<file path="config.mk">
export PLATFORM = sky130hd
export DESIGN_NAME = usb_mmio_top
export DESIGN_NICKNAME = d
export VERILOG_FILES = /design/src/common/mmio_pkg.sv /design/src/rtl/mmio_cmd_decoder.sv /design/src/rtl/mmio_controller.sv /design/src/apb_requester/mmio_apb_requester.sv /design/src/rtl/mmio_resp_encoder.sv /design/src/rtl/usb_mmio_top.sv
export SDC_FILE = /design/constraint.sdc
export NUM_CORES = 1
export LEC_CHECK = 0
export BUFFER_PORTS_ARGS = -buffer_cell sky130_fd_sc_hd__buf_2
export CAP_MARGIN = 20
export CELL_PAD_IN_SITES_DETAIL_PLACEMENT = 1
export CELL_PAD_IN_SITES_GLOBAL_PLACEMENT = 1
export CORE_MARGIN = 1.5
export CORE_UTILIZATION = 50
export CTS_CLUSTER_SIZE = 16
export DETAILED_ROUTE_END_ITERATION = 7
export PLACE_DENSITY_LB_ADDON = 0.1
export SLEW_MARGIN = 30
export SYNTH_ARGS = -nofsm -noshare
export SYNTH_HDL_FRONTEND = slang
export SYNTH_SLANG_ARGS = --single-unit
</file>
<file path="constraint.sdc">
create_clock -name clock -period 7.6 [get_ports clock]
set_input_delay 1.52 -clock clock [delete_from_list [all_inputs] [get_ports clock]]
set_output_delay 1.52 -clock clock [all_outputs]
set_load 0.1 [all_outputs]
</file>
<file path="src/common/mmio_pkg.sv">
package mmio_pkg;

  // Command opcodes, low two bits of command byte 0
  typedef enum logic [1:0] {
    OP_GET   = 2'd0,  // APB read
    OP_SET   = 2'd1,  // APB write
    OP_READY = 2'd2,  // Completed-transfer count
    OP_QUERY = 2'd3   // Device identifier
  } mmio_op_e;

  // Response status, bits 3..2 of response byte 0
  typedef enum logic [1:0] {
    ST_OK      = 2'd0,
    ST_SLVERR  = 2'd1,  // Target flagged an error
    ST_TIMEOUT = 2'd2,  // No pready within the wait limit
    ST_FRAME   = 2'd3   // Command packet had the wrong length
  } mmio_status_e;

  // Decoded command packet
  typedef struct packed {
    mmio_op_e    op;
    logic [3:0]  tag;
    logic [23:0] addr;
    logic [15:0] value;
  } mmio_cmd_t;

  // Response word
  // Upper byte lines up with the response header byte
  typedef struct packed {
    logic [3:0]   tag;
    mmio_status_e status;
    mmio_op_e     op;     // Echo of the command opcode
    logic [15:0]  value;
  } mmio_resp_t;

  // Packet lengths in bytes
  localparam int unsigned CMD_BYTES = 6;
  localparam int unsigned RESP_BYTES = 4;

  // Byte counter of the decoder saturates one past a full packet
  localparam int unsigned CMD_CNT_W = $clog2(CMD_BYTES + 2);

  // Byte index of the encoder
  localparam int unsigned RESP_IDX_W = $clog2(RESP_BYTES);

  // Access-phase cycles allowed before the transfer is abandoned
  localparam int unsigned APB_TIMEOUT_CYCLES = 16;
  localparam int unsigned APB_TIMER_W = $clog2(APB_TIMEOUT_CYCLES);

  // Value returned by QUERY
  localparam logic [15:0] DEVICE_ID = 16'hA55A;

endpackage

</file>
<file path="src/rtl/mmio_cmd_decoder.sv">
`timescale 1ns/1ps

module mmio_cmd_decoder (
  input  logic                clock,
  input  logic                areset_n,

  // Command byte stream, Bulk-Out side
  input  logic                usb_tvalid_i,
  output logic                usb_tready_o,
  input  logic                usb_tlast_i,
  input  logic [7:0]          usb_tdata_i,

  // Decoded command, held until taken
  output logic                cmd_valid_o,
  output mmio_pkg::mmio_cmd_t cmd_o,
  output logic                frame_err_o,
  input  logic                cmd_take_i
);

  import mmio_pkg::*;

  logic [CMD_CNT_W-1:0] byte_cnt;  // Position of the next byte in the packet
  logic                 byte_move;
  logic                 len_ok;

  // Stream stalls while a command waits for the controller
  assign usb_tready_o = ~cmd_valid_o;
  assign byte_move    = usb_tvalid_i & usb_tready_o;

  // Packet is good only if tlast arrives on the sixth byte
  assign len_ok = (byte_cnt == CMD_CNT_W'(CMD_BYTES - 1));

  always_ff @(posedge clock or negedge areset_n) begin
    if (!areset_n) begin
      byte_cnt    <= '0;
      cmd_valid_o <= 1'b0;
      frame_err_o <= 1'b0;
    end else begin
      if (cmd_take_i) begin
        cmd_valid_o <= 1'b0;
      end

      if (byte_move) begin
        if (usb_tlast_i) begin
          byte_cnt    <= '0;  // Restart on every tlast
          cmd_valid_o <= 1'b1;
          frame_err_o <= ~len_ok;
        end else if (byte_cnt != '1) begin
          byte_cnt <= byte_cnt + 1'b1;  // Saturates on overlong packets
        end
      end
    end
  end

  // Field capture, little-endian
  always_ff @(posedge clock) begin
    if (byte_move) begin
      case (byte_cnt)
        CMD_CNT_W'(0): begin
          cmd_o.op  <= mmio_op_e'(usb_tdata_i[1:0]);
          cmd_o.tag <= usb_tdata_i[7:4];
        end
        CMD_CNT_W'(1): begin
          cmd_o.addr[7:0] <= usb_tdata_i;
        end
        CMD_CNT_W'(2): begin
          cmd_o.addr[15:8] <= usb_tdata_i;
        end
        CMD_CNT_W'(3): begin
          cmd_o.addr[23:16] <= usb_tdata_i;
        end
        CMD_CNT_W'(4): begin
          cmd_o.value[7:0] <= usb_tdata_i;
        end
        CMD_CNT_W'(5): begin
          cmd_o.value[15:8] <= usb_tdata_i;
        end
        default: begin
          // Surplus bytes of a long packet are dropped
        end
      endcase
    end
  end

endmodule

</file>
<file path="src/rtl/mmio_controller.sv">
`timescale 1ns/1ps

module mmio_controller (
  input  logic                   clock,
  input  logic                   areset_n,

  // From the decoder
  input  logic                   cmd_valid_i,
  input  mmio_pkg::mmio_cmd_t    cmd_i,
  input  logic                   frame_err_i,
  output logic                   cmd_take_o,

  // APB requester
  output logic                   apb_start_o,
  output logic                   apb_write_o,
  input  logic                   apb_done_i,
  input  mmio_pkg::mmio_status_e apb_status_i,
  input  logic [15:0]            apb_rdata_i,

  // Response encoder
  output logic                   resp_start_o,
  output mmio_pkg::mmio_resp_t   resp_o,
  input  logic                   resp_done_i
);

  import mmio_pkg::*;

  typedef enum logic [1:0] {
    S_IDLE,
    S_ACCESS,   // APB transfer in flight
    S_RESPOND   // Waiting for the last response byte
  } state_e;

  state_e      state;
  mmio_op_e    op_q;
  logic [15:0] wval_q;    // Written value, echoed by SET
  logic [15:0] done_cnt;  // Completed OK transfers
  logic        is_apb;

  assign cmd_take_o  = (state == S_IDLE) & cmd_valid_i;
  assign is_apb      = ~frame_err_i & ((cmd_i.op == OP_GET) | (cmd_i.op == OP_SET));
  assign apb_write_o = (op_q == OP_SET);

  always_ff @(posedge clock or negedge areset_n) begin
    if (!areset_n) begin
      state        <= S_IDLE;
      apb_start_o  <= 1'b0;
      resp_start_o <= 1'b0;
      done_cnt     <= '0;
    end else begin
      apb_start_o  <= 1'b0;
      resp_start_o <= 1'b0;
      case (state)
        S_IDLE: begin
          if (cmd_take_o) begin
            apb_start_o  <= is_apb;
            resp_start_o <= ~is_apb;  // READY, QUERY and bad frames answer at once
            state        <= is_apb ? S_ACCESS : S_RESPOND;
          end
        end
        S_ACCESS: begin
          if (apb_done_i) begin
            resp_start_o <= 1'b1;
            state        <= S_RESPOND;
          end
        end
        S_RESPOND: begin
          if (resp_done_i) begin
            state <= S_IDLE;
          end
        end
        default: state <= S_IDLE;
      endcase

      if (apb_done_i && (apb_status_i == ST_OK)) begin
        done_cnt <= done_cnt + 16'd1;
      end
    end
  end

  // Command latch and response assembly
  always_ff @(posedge clock) begin
    if (cmd_take_o) begin
      op_q          <= cmd_i.op;
      wval_q        <= cmd_i.value;
      resp_o.tag    <= cmd_i.tag;
      resp_o.op     <= cmd_i.op;
      resp_o.status <= frame_err_i ? ST_FRAME : ST_OK;
      if (frame_err_i) begin
        resp_o.value <= '0;
      end else if (cmd_i.op == OP_READY) begin
        resp_o.value <= done_cnt;
      end else if (cmd_i.op == OP_QUERY) begin
        resp_o.value <= DEVICE_ID;
      end else begin
        resp_o.value <= '0;  // Filled in when the transfer ends
      end
    end else if ((state == S_ACCESS) && apb_done_i) begin
      resp_o.status <= apb_status_i;
      if (apb_status_i != ST_OK) begin
        resp_o.value <= '0;
      end else begin
        resp_o.value <= (op_q == OP_SET) ? wval_q : apb_rdata_i;
      end
    end
  end

endmodule

</file>
<file path="src/apb_requester/mmio_apb_requester.sv">
`timescale 1ns/1ps

module mmio_apb_requester (
  input  logic                   clock,
  input  logic                   areset_n,

  // Transfer request from the controller
  input  logic                   apb_start_i,
  input  logic                   apb_write_i,
  input  logic [23:0]            addr_i,
  input  logic [15:0]            wdata_i,
  output logic                   apb_done_o,
  output mmio_pkg::mmio_status_e apb_status_o,
  output logic [15:0]            apb_rdata_o,

  // APB requester port
  output logic                   psel_o,
  output logic                   penable_o,
  output logic                   pwrite_o,
  output logic [23:0]            paddr_o,
  output logic [15:0]            pwdata_o,
  input  logic                   pready_i,
  input  logic                   pslverr_i,
  input  logic [15:0]            prdata_i
);

  import mmio_pkg::*;

  typedef enum logic [1:0] {
    A_IDLE,
    A_SETUP,
    A_ACCESS
  } phase_e;

  phase_e                 phase;
  logic [APB_TIMER_W-1:0] wait_cnt;  // Access-phase cycles so far
  logic                   timeout;

  assign timeout = (wait_cnt == APB_TIMER_W'(APB_TIMEOUT_CYCLES - 1));

  always_ff @(posedge clock or negedge areset_n) begin
    if (!areset_n) begin
      phase      <= A_IDLE;
      psel_o     <= 1'b0;
      penable_o  <= 1'b0;
      apb_done_o <= 1'b0;
      wait_cnt   <= '0;
    end else begin
      apb_done_o <= 1'b0;
      case (phase)
        A_IDLE: begin
          if (apb_start_i) begin
            psel_o <= 1'b1;
            phase  <= A_SETUP;
          end
        end
        A_SETUP: begin
          penable_o <= 1'b1;
          wait_cnt  <= '0;
          phase     <= A_ACCESS;
        end
        A_ACCESS: begin
          if (pready_i || timeout) begin
            psel_o     <= 1'b0;
            penable_o  <= 1'b0;
            apb_done_o <= 1'b1;
            phase      <= A_IDLE;
          end else begin
            wait_cnt <= wait_cnt + 1'b1;
          end
        end
        default: phase <= A_IDLE;
      endcase
    end
  end

  always_ff @(posedge clock) begin
    if ((phase == A_IDLE) && apb_start_i) begin
      pwrite_o <= apb_write_i;
      paddr_o  <= addr_i;
      pwdata_o <= wdata_i;
    end

    if (phase == A_ACCESS) begin
      if (pready_i) begin
        apb_rdata_o  <= prdata_i;
        apb_status_o <= pslverr_i ? ST_SLVERR : ST_OK;
      end else if (timeout) begin
        apb_rdata_o  <= '0;
        apb_status_o <= ST_TIMEOUT;  // Target never answered
      end
    end
  end

endmodule

</file>
<file path="src/rtl/mmio_resp_encoder.sv">
`timescale 1ns/1ps

module mmio_resp_encoder (
  input  logic                 clock,
  input  logic                 areset_n,

  // Response from the controller
  input  logic                 resp_start_i,
  input  mmio_pkg::mmio_resp_t resp_i,
  output logic                 resp_done_o,

  // Response byte stream, Bulk-In side
  output logic                 usb_tvalid_o,
  input  logic                 usb_tready_i,
  output logic                 usb_tlast_o,
  output logic [7:0]           usb_tdata_o
);

  import mmio_pkg::*;

  mmio_resp_t            resp_q;
  logic [RESP_IDX_W-1:0] byte_idx;
  logic [7:0]            hdr_byte;
  logic [7:0]            csum_byte;
  logic                  byte_move;
  logic                  last_byte;

  // Header byte is tag, status, opcode from the top down
  assign hdr_byte  = {resp_q.tag, resp_q.status, resp_q.op};
  assign csum_byte = hdr_byte ^ resp_q.value[7:0] ^ resp_q.value[15:8];

  assign last_byte   = (byte_idx == RESP_IDX_W'(RESP_BYTES - 1));
  assign byte_move   = usb_tvalid_o & usb_tready_i;
  assign usb_tlast_o = last_byte;
  assign resp_done_o = byte_move & last_byte;

  always_comb begin
    case (byte_idx)
      RESP_IDX_W'(0): usb_tdata_o = hdr_byte;
      RESP_IDX_W'(1): usb_tdata_o = resp_q.value[7:0];  // Little-endian
      RESP_IDX_W'(2): usb_tdata_o = resp_q.value[15:8];
      default:        usb_tdata_o = csum_byte;
    endcase
  end

  always_ff @(posedge clock or negedge areset_n) begin
    if (!areset_n) begin
      usb_tvalid_o <= 1'b0;
      byte_idx     <= '0;
    end else begin
      if (resp_start_i) begin
        usb_tvalid_o <= 1'b1;
        byte_idx     <= '0;
      end else if (byte_move) begin
        // Index wraps back to the header after the checksum
        byte_idx <= byte_idx + 1'b1;
        if (last_byte) begin
          usb_tvalid_o <= 1'b0;
        end
      end
    end
  end

  // Response stays put until every byte has moved
  always_ff @(posedge clock) begin
    if (resp_start_i) begin
      resp_q <= resp_i;
    end
  end

endmodule

</file>
<file path="src/rtl/usb_mmio_top.sv">
`timescale 1ns/1ps

module usb_mmio_top (
  input  logic        clock,
  input  logic        areset_n,

  // Command stream in, Bulk-Out
  input  logic        usb_tvalid_i,
  output logic        usb_tready_o,
  input  logic        usb_tlast_i,
  input  logic [7:0]  usb_tdata_i,

  // Response stream out, Bulk-In
  output logic        usb_tvalid_o,
  input  logic        usb_tready_i,
  output logic        usb_tlast_o,
  output logic [7:0]  usb_tdata_o,

  // APB requester
  output logic        psel_o,
  output logic        penable_o,
  output logic        pwrite_o,
  output logic [23:0] paddr_o,
  output logic [15:0] pwdata_o,
  input  logic        pready_i,
  input  logic        pslverr_i,
  input  logic [15:0] prdata_i
);

  import mmio_pkg::*;

  mmio_cmd_t    cmd;
  logic         cmd_valid;
  logic         cmd_take;
  logic         frame_err;
  logic         apb_start;
  logic         apb_write;
  logic         apb_done;
  mmio_status_e apb_status;
  logic [15:0]  apb_rdata;
  mmio_resp_t   resp;
  logic         resp_start;
  logic         resp_done;

  mmio_cmd_decoder u_cmd_decoder (
    .clock        (clock),
    .areset_n     (areset_n),
    .usb_tvalid_i (usb_tvalid_i),
    .usb_tready_o (usb_tready_o),
    .usb_tlast_i  (usb_tlast_i),
    .usb_tdata_i  (usb_tdata_i),
    .cmd_valid_o  (cmd_valid),
    .cmd_o        (cmd),
    .frame_err_o  (frame_err),
    .cmd_take_i   (cmd_take)
  );

  mmio_controller u_controller (
    .clock        (clock),
    .areset_n     (areset_n),
    .cmd_valid_i  (cmd_valid),
    .cmd_i        (cmd),
    .frame_err_i  (frame_err),
    .cmd_take_o   (cmd_take),
    .apb_start_o  (apb_start),
    .apb_write_o  (apb_write),
    .apb_done_i   (apb_done),
    .apb_status_i (apb_status),
    .apb_rdata_i  (apb_rdata),
    .resp_start_o (resp_start),
    .resp_o       (resp),
    .resp_done_i  (resp_done)
  );

  // Address and write data come straight from the decoder, latched on apb_start
  mmio_apb_requester u_apb_requester (
    .clock        (clock),
    .areset_n     (areset_n),
    .apb_start_i  (apb_start),
    .apb_write_i  (apb_write),
    .addr_i       (cmd.addr),
    .wdata_i      (cmd.value),
    .apb_done_o   (apb_done),
    .apb_status_o (apb_status),
    .apb_rdata_o  (apb_rdata),
    .psel_o       (psel_o),
    .penable_o    (penable_o),
    .pwrite_o     (pwrite_o),
    .paddr_o      (paddr_o),
    .pwdata_o     (pwdata_o),
    .pready_i     (pready_i),
    .pslverr_i    (pslverr_i),
    .prdata_i     (prdata_i)
  );

  mmio_resp_encoder u_resp_encoder (
    .clock        (clock),
    .areset_n     (areset_n),
    .resp_start_i (resp_start),
    .resp_i       (resp),
    .resp_done_o  (resp_done),
    .usb_tvalid_o (usb_tvalid_o),
    .usb_tready_i (usb_tready_i),
    .usb_tlast_o  (usb_tlast_o),
    .usb_tdata_o  (usb_tdata_o)
  );

endmodule

</file>
==> key figures, run 1 <==
Outcome
  • Status: finished clean

Logic synthesis
  • Top post-synthesis cells by area: edfxtp_1, dfrtp_1, mux2i_1, xnor2_1, ha_1
  • Area share of the largest cell type after synthesis: 0.657
  • Main synth FF type: edfxtp_1
  • Ys async rst share: 0.180
  • Mean Syn Cell Area: around 17 sq um
  • Synth warnings: 0
  • Net Count, Synth: 485
  • Unique masters post-synth: 48
  • Cell taking the most area after synthesis: edfxtp_1
  • Post-synth EDFFs: around 170
  • Syn Std Cell Area: about 7700 sq um
  • Gate Count Post-Synth: ~440
  • Seq/Total Area, Yosys: 0.776
  • FF+latch count, synth: slightly above 200

Floorplanning
  • Die Height: 127 um
  • DIE AREA: 16,200 sq um
  • Die X: approximately 130 um
  • Site Rows: between 40 and 50
  • # IOs: 85
  • Core Area: ~15,000 sq um
  • Initial Util: 0.510

Global routing
  • Largest net degree at the start of global routing: 43
  • Vias in the first global route: 4,306
  • Initial antenna violation count: 0
  • Total global routing overflow: 0
  • First-pass GRT wire length: 24,600 um
  • Gr usage total: 0.201

Routing
  • # DRC: 0
  • Routed WL: 15,800 um
  • Routed len/inst: 21.1 um
  • Vias: 4,123
  • Post-route ant nets: 0
  • Drt pass-1 iters: 5
  • DR iter-0 viols: 290
  • Via/cell ratio: between 5 and 6

Timing
  • Setup TNS: 0 ns
  • Max Freq: approximately 0.27 GHz
  • Final Hold Vio Count: 0
  • Pins Over Slew Limit: 0
  • RSZ-0062 raised after global routing: false
  • Final WS setup: slightly below 4 ns
  • Final min period: around 3.7 ns
  • Least-Margin Pin Slew: 0.667 ns
  • Fin crit share: 0.481
  • Clock Skew: between 0.015 and 0.02 ns
  • Slew headroom: 0.555
  • Finish-stage setup viols: 0
  • Min Hold Slack: 0.417 ns

Placement
  • GP Congestion: a little over 0.8
  • Post-DP HPWL: roughly 11,000 um
  • Pre-CTS worst setup slack: 4.44 ns
  • Placed cell count: 708
  • Port bufs: 84

Power
  • Pleak: 3.43 nW
  • Pwr per Cell Area: 370 nW/um^2
  • VDD IR max: about 0.00024 V

Critical path
  • R2r setup slk: about 5.3 ns
  • CP max FO: 8
  • R2R cell count: 4
  • Critical path required time: approximately 6 ns
  • Crit end category: output port
  • Crit path DAT: around 2.1 ns
  • CP startpoint kind: flip-flop
  • RR Startpoint: u_cmd_decoder.cmd_valid_o
  • CP Class: reg2out
  • FF-to-FF End: u_controller.resp_o[11]

Layout
  • Post-route non-filler standard cell count: 748
  • Commonest cells after routing, fill and taps aside: edfxtp_1, buf_2, dfrtp_1
  • Nets: between 500 and 600
  • Layout cells sized above 1: 0.248
  • Most common cell after layout, fill and taps aside: edfxtp_1
  • Ant. Diodes: 0
  • Area delta synth->final: 18.4%

Job
  • Max-Cap Viols: 0

CTS
  • CTS tree: done
  • Worst-path clk slew: around 0.060 ns
  • Post-CTS Setup Inserts: 0
  • CTS Buf Count: 22
  • Clock Sinks: between 200 and 250
  • Max clock buf depth: 3
  • Hold bufs inserted after CTS: 0
  • H-tree Lvls: 1
  • Clock latency on the worst-skew pair: approximately 0.5 ns
  • CTS root buf: clkbuf_16
  • CTS resizes: 0

Hold path
  • Hold_sp: u_cmd_decoder.cmd_o[43]
  • Hold EP: u_controller.resp_o[23]
  • Hold Path Depth: 0
  • Hold Crit Class: reg2reg
[cells by family after synthesis]
| logic type | Yosys count | share of synthesized area |
|---|---|---|
| buf+inv | 24 | 0.0139 |
| xor+xnor | 32 | 0.0363 |
| fa+ha+maj | 12 | 0.0194 |
| simple gates | 95 | 0.0724 |
| compound gates | 46 | 0.0463 |
| mux | 27 | 0.0354 |
| flops | 206 | 0.776 |
[stage by stage]
step | power, W | utilization | cell area [sq um]
global placement | 0.00225 | 0.553 | 8380
floorplan | 0.00211 | - | 7730
CTS | 0.00341 | 0.604 | 9150
detailed placement | 0.00228 | 0.553 | 8380
global route | 0.00351 | 0.604 | 9160
finish | 0.00338 | 0.604 | 9160
[area by class of cell]
cell class / instances / area, sq um
inverter: 13 / 48.8
timing repair buffer: 89 / 460
multi-input combinational: 212 / 1630
clock inverter: 16 / 216
tap: 188 / 235
clock buffer: 24 / 558
fill: 1369 / 5990
sequential: 206 / 6000
[routing by layer]
metal / track usage / vias up / share of wire
met3: 0.0255 / 20 / 0.037
met2: 0.346 / 116 / 0.51
met1: 0.272 / 2108 / 0.44
met4: 0.0582 / 0 / 0.017
li1: - / 1879 / -
met5: 0 / - / 0
[state kept, by name (all words and copies together), names as in the netlist, 16 cells and up]
name                         count
u_apb_requester.apb_rdata_o     16
u_apb_requester.paddr_o         24
u_apb_requester.pwdata_o        16
u_cmd_decoder.cmd_o             46
u_controller.done_cnt           16
u_controller.resp_o             24
u_controller.wval_q             16
u_resp_encoder.resp_q           16
[worst max-delay path: stages (launching register included)]
cell and delay (ns):
dfrtp_1 0.40, inv_1 0.12, ha_1 0.35, a222oi_1 0.18, mux2i_1 0.15, buf_2 0.44
[report_power, final]
part	switching [W]	internal (W)	leakage, nW
clock	0.000422	0.000702	0.373
combinational	0.000583	0.000177	1.03
sequential	0.000108	0.00139	2.03
[synthesized netlist by cell type (all sizes together), types with 9 or more instances]
cell / n
edfxtp: 169
dfrtp: 37
mux2i: 24
and2: 19
xnor2: 19
nor2: 17
nand2: 14
inv: 13
xor2: 13
ha: 12
nand3: 12
and3: 9
o22ai: 9
[how the worst max path moves through the flow]
stage	start	end	depth (start not counted)
finish	u_resp_encoder.byte_idx[0]	usb_tdata_o[4]	5
global route	u_resp_encoder.byte_idx[0]	usb_tdata_o[3]	5
CTS	u_resp_encoder.byte_idx[0]	usb_tdata_o[3]	5
detailed placement	u_resp_encoder.byte_idx[0]	usb_tdata_o[3]	5
global placement	u_resp_encoder.byte_idx[1]	usb_tdata_o[2]	3
floorplan	u_resp_encoder.byte_idx[1]	usb_tdata_o[0]	3
(Power assumes the default switching activity.)
==> inputs of run 2 (changes only) <==
--- a/config.mk
+++ b/config.mk
@@ -10,7 +10,7 @@
 export CELL_PAD_IN_SITES_DETAIL_PLACEMENT = 1
 export CELL_PAD_IN_SITES_GLOBAL_PLACEMENT = 1
 export CORE_MARGIN = 1.5
-export CORE_UTILIZATION = 50
+export CORE_UTILIZATION = 49
 export CTS_CLUSTER_SIZE = 16
 export DETAILED_ROUTE_END_ITERATION = 7
 export PLACE_DENSITY_LB_ADDON = 0.1
==> constraint.sdc (replaced) <==
create_clock -name clock -period 3.8 [get_ports clock]
set_input_delay 0.76 -clock clock [delete_from_list [all_inputs] [get_ports clock]]
set_output_delay 0.76 -clock clock [all_outputs]
set_load 0.1 [all_outputs]
==> run 2 against run 1 <==
  * Design area down 0.40%
  * Non-clock buffer count unchanged
  * Clock power up 84%
  * Combinational power up 100%
  * Clock skew fell by 0.0068 ns
  * Wire length increased by 2.4%
  * Critical endpoint is now usb_tdata_o[0]
  * Largest power group unchanged
  * Highest routed layer unchanged
==> key figures, run 2 (synthesized netlist as in run 1, its figures left out) <==
Outcome
  • Status: finished clean (unchanged)

Critical path
  • RR Startpoint: u_controller.state[1] (was u_cmd_decoder.cmd_valid_o)
  • Critical path required time: 3.04 ns (was 6.08 ns)
  • CP max stage cell: buf_2 (unchanged)
  • FF-to-FF End: u_controller.resp_o[7] (was u_controller.resp_o[11])
  • R2R cell count: 4 (unchanged)
  • CP max stage delay: 0.44 ns (about the same)
  • R2r setup slk: 1.66 ns (was 5.27 ns)
  • Crit path DAT: 2.17 ns (was 2.14 ns)
  • Top delay family on crit path: buffers and inverters (unchanged)
  • CP startpoint kind: flip-flop (unchanged)
  • CP max FO: 8 (unchanged)
  • Crit end category: output port (unchanged)
  • CP Class: reg2out (unchanged)
  • Cell breakdown of the critical path: inv_1 -> ha_1 -> a222oi_1 -> mux2i_1 -> buf_2 (unchanged)
  • WP buf/inv: 2 (unchanged)

Global routing
  • First-pass GRT wire length: 24,900 um (was 24,600 um)
  • Gr usage total: 0.203 (was 0.201)
  • Vias in the first global route: 4,376 (was 4,306)
  • Largest net degree at the start of global routing: 43 (unchanged)
  • Initial antenna violation count: 0 (unchanged)
  • Total global routing overflow: 0 (unchanged)

Floorplanning
  • Site Rows: 45 (unchanged)
  • Initial Util: 0.505 (was 0.510)
  • # IOs: 85 (unchanged)
  • DIE AREA: 16,500 sq um (was 16,200 sq um)
  • Die Height: 129 um (was 127 um)
  • Die X: 129 um (was 127 um)
  • Core Area: 15,300 sq um (was 15,100 sq um)

Layout
  • Design area: 9120 sq um (was 9160 sq um)
  • Number of flip-flops in the largest register: 46 (unchanged)
  • Nets: 586 (was 587)
  • Area of the multi-input gates: 1640 sq um (was 1630 sq um)
  • Commonest cells after routing, fill and taps aside: edfxtp_1, buf_2, dfrtp_1 (unchanged)
  • Ant. Diodes: 0 (unchanged)
  • Area delta synth->final: 18.0% (was 18.4%)
  • Largest Register: u_cmd_decoder.cmd_o (unchanged)
  • Filler cells: 1,433 (was 1,369)
  • Most common cell after layout, fill and taps aside: edfxtp_1 (unchanged)
  • Top flop regs: u_cmd_decoder.cmd_o: 46 flops, u_apb_requester.paddr_o: 24 flops, u_controller.resp_o: 24 flops (unchanged)
  • FF/Latch Area: 6000 sq um (unchanged)
  • Layout cells sized above 1: 0.251 (was 0.248)

CTS
  • Hold bufs inserted after CTS: 0 (unchanged)
  • CTS resizes: 0 (unchanged)
  • CTS Buf Count: 21 (was 22)
  • Max clock buf depth: 3 (unchanged)
  • Clock Sinks: 206 (unchanged)
  • Post-CTS Setup Inserts: 0 (unchanged)
  • Worst-path clk slew: 0.06 ns (about the same)
  • CTS tree: done (unchanged)
  • H-tree Lvls: 1 (unchanged)
  • Clock latency on the worst-skew pair: 0.49 ns (was 0.50 ns)
  • CTS root buf: clkbuf_16 (unchanged)

Power
  • Pwr per Cell Area: 722 nW/um^2 (was 370 nW/um^2)
  • VDD IR max: 0.000488 V (was 0.000236 V)
  • Pleak: 3.41 nW (was 3.43 nW)
  • Power Total: 0.00658 W (was 0.00338 W)

Routing
  • Post-route ant nets: 0 (unchanged)
  • Routed len/inst: 21.0 um (was 21.1 um)
  • Via/cell ratio: 5.27 (was 5.51)
  • Vias: 4,048 (was 4,123)
  • DR iter-0 viols: 292 (was 290)
  • Drt pass-1 iters: 4 (was 5)
  • # DRC: 0 (unchanged)
  • Routed WL: 16,200 um (was 15,800 um)

Placement
  • GP Congestion: 0.784 (was 0.814)
  • DP Area: 8410 sq um (was 8380 sq um)
  • Post-DP HPWL: 11,200 um (was 10,800 um)
  • Port bufs: 84 (unchanged)

Timing
  • Least-Margin Pin Slew: 0.655 ns (was 0.667 ns)
  • Max Freq: 0.341 GHz
  • Slew headroom: 0.564 (was 0.555)
  • Min Hold Slack: 0.252 ns (was 0.417 ns)
  • Pins Over Slew Limit: 0 (unchanged)
  • Finish-stage setup viols: 0 (unchanged)
  • RSZ-0062 raised after global routing: false (unchanged)
  • Clock Skew: 0.0114 ns (was 0.0181 ns)
  • Final min period: just under 3 ns
  • Fin crit share: 0.772
  • Final Hold Vio Count: 0 (unchanged)

Hold path
  • Hold Crit Class: in2async (was reg2reg)

Job
  • Max-Cap Viols: 0 (unchanged)
run 2: cell count changes in the layout (fill, tap and decap cells not counted), sizes merged:
cell,delta
bufinv,-3
clkbuf,+3
clkinv,-2
clkinvlp,-1
run 2: worst reg2reg max path, delay by kind of cell, from the launching register on:
kind,cells,cell delay (ns)
buffers and inverters,1,0.39
DFF,1,0.45
and+or+nand+nor,2,0.80
AOI/OAI and AO/OA,1,0.21
run 2: layout make-up:
class | instances | area share
Clock buffer | 27 | 0.0656
Clock inverter | 10 | 0.0115
Inverter | 13 | 0.00535
Multi-Input combinational cell | 212 | 0.180
Sequential cell | 206 | 0.658
Tap cell | 211 | 0.0290
Timing Repair Buffer | 89 | 0.0505
run 2: how the worst max path moves through the flow:
| stage | start | end | slack [ns] | cells after the start |
|---|---|---|---|---|
| floorplan | u_resp_encoder.byte_idx[1] | usb_tdata_o[0] | -0.27 | 3 |
| global placement | u_resp_encoder.byte_idx[1] | usb_tdata_o[1] | 1.49 | 3 |
| detailed placement | u_resp_encoder.byte_idx[0] | usb_tdata_o[6] | 1.38 | 5 |
| CTS | u_resp_encoder.byte_idx[0] | usb_tdata_o[6] | 0.84 | 5 |
| global route | u_resp_encoder.byte_idx[0] | usb_tdata_o[6] | 0.75 | 5 |
| finish | u_resp_encoder.byte_idx[0] | usb_tdata_o[0] | 0.87 | 5 |
run 2: stage by stage:
stage           util  instances  setup WS [ns]  TNS [ns]
2_1_floorplan      -        442         -0.273     -2.19
3_3_place_gp   0.549        731           1.49         0
3_5_place_dp   0.549        731           1.38         0
4_1_cts        0.595        768          0.844         0
5_1_grt        0.595        768          0.750         0
6_report       0.595        768          0.867         0
run 2: per-layer routing:
metal  track usage  part of all wire  vias up
li1              -                 -     1880
met3        0.0320             0.038       19
met4        0.0522             0.016        0
met2         0.365              0.53      101
met1         0.261              0.42     2048
met5             0                 0        -
run 2: power breakdown:
group / total, W / switching, W / internal, W
logic: 0.00152 / 0.00117 / 0.000352
clock network: 0.00206 / 0.000814 / 0.00125
registers: 0.00300 / 0.000212 / 0.00279
total: 0.00658 / 0.00220 / 0.00438
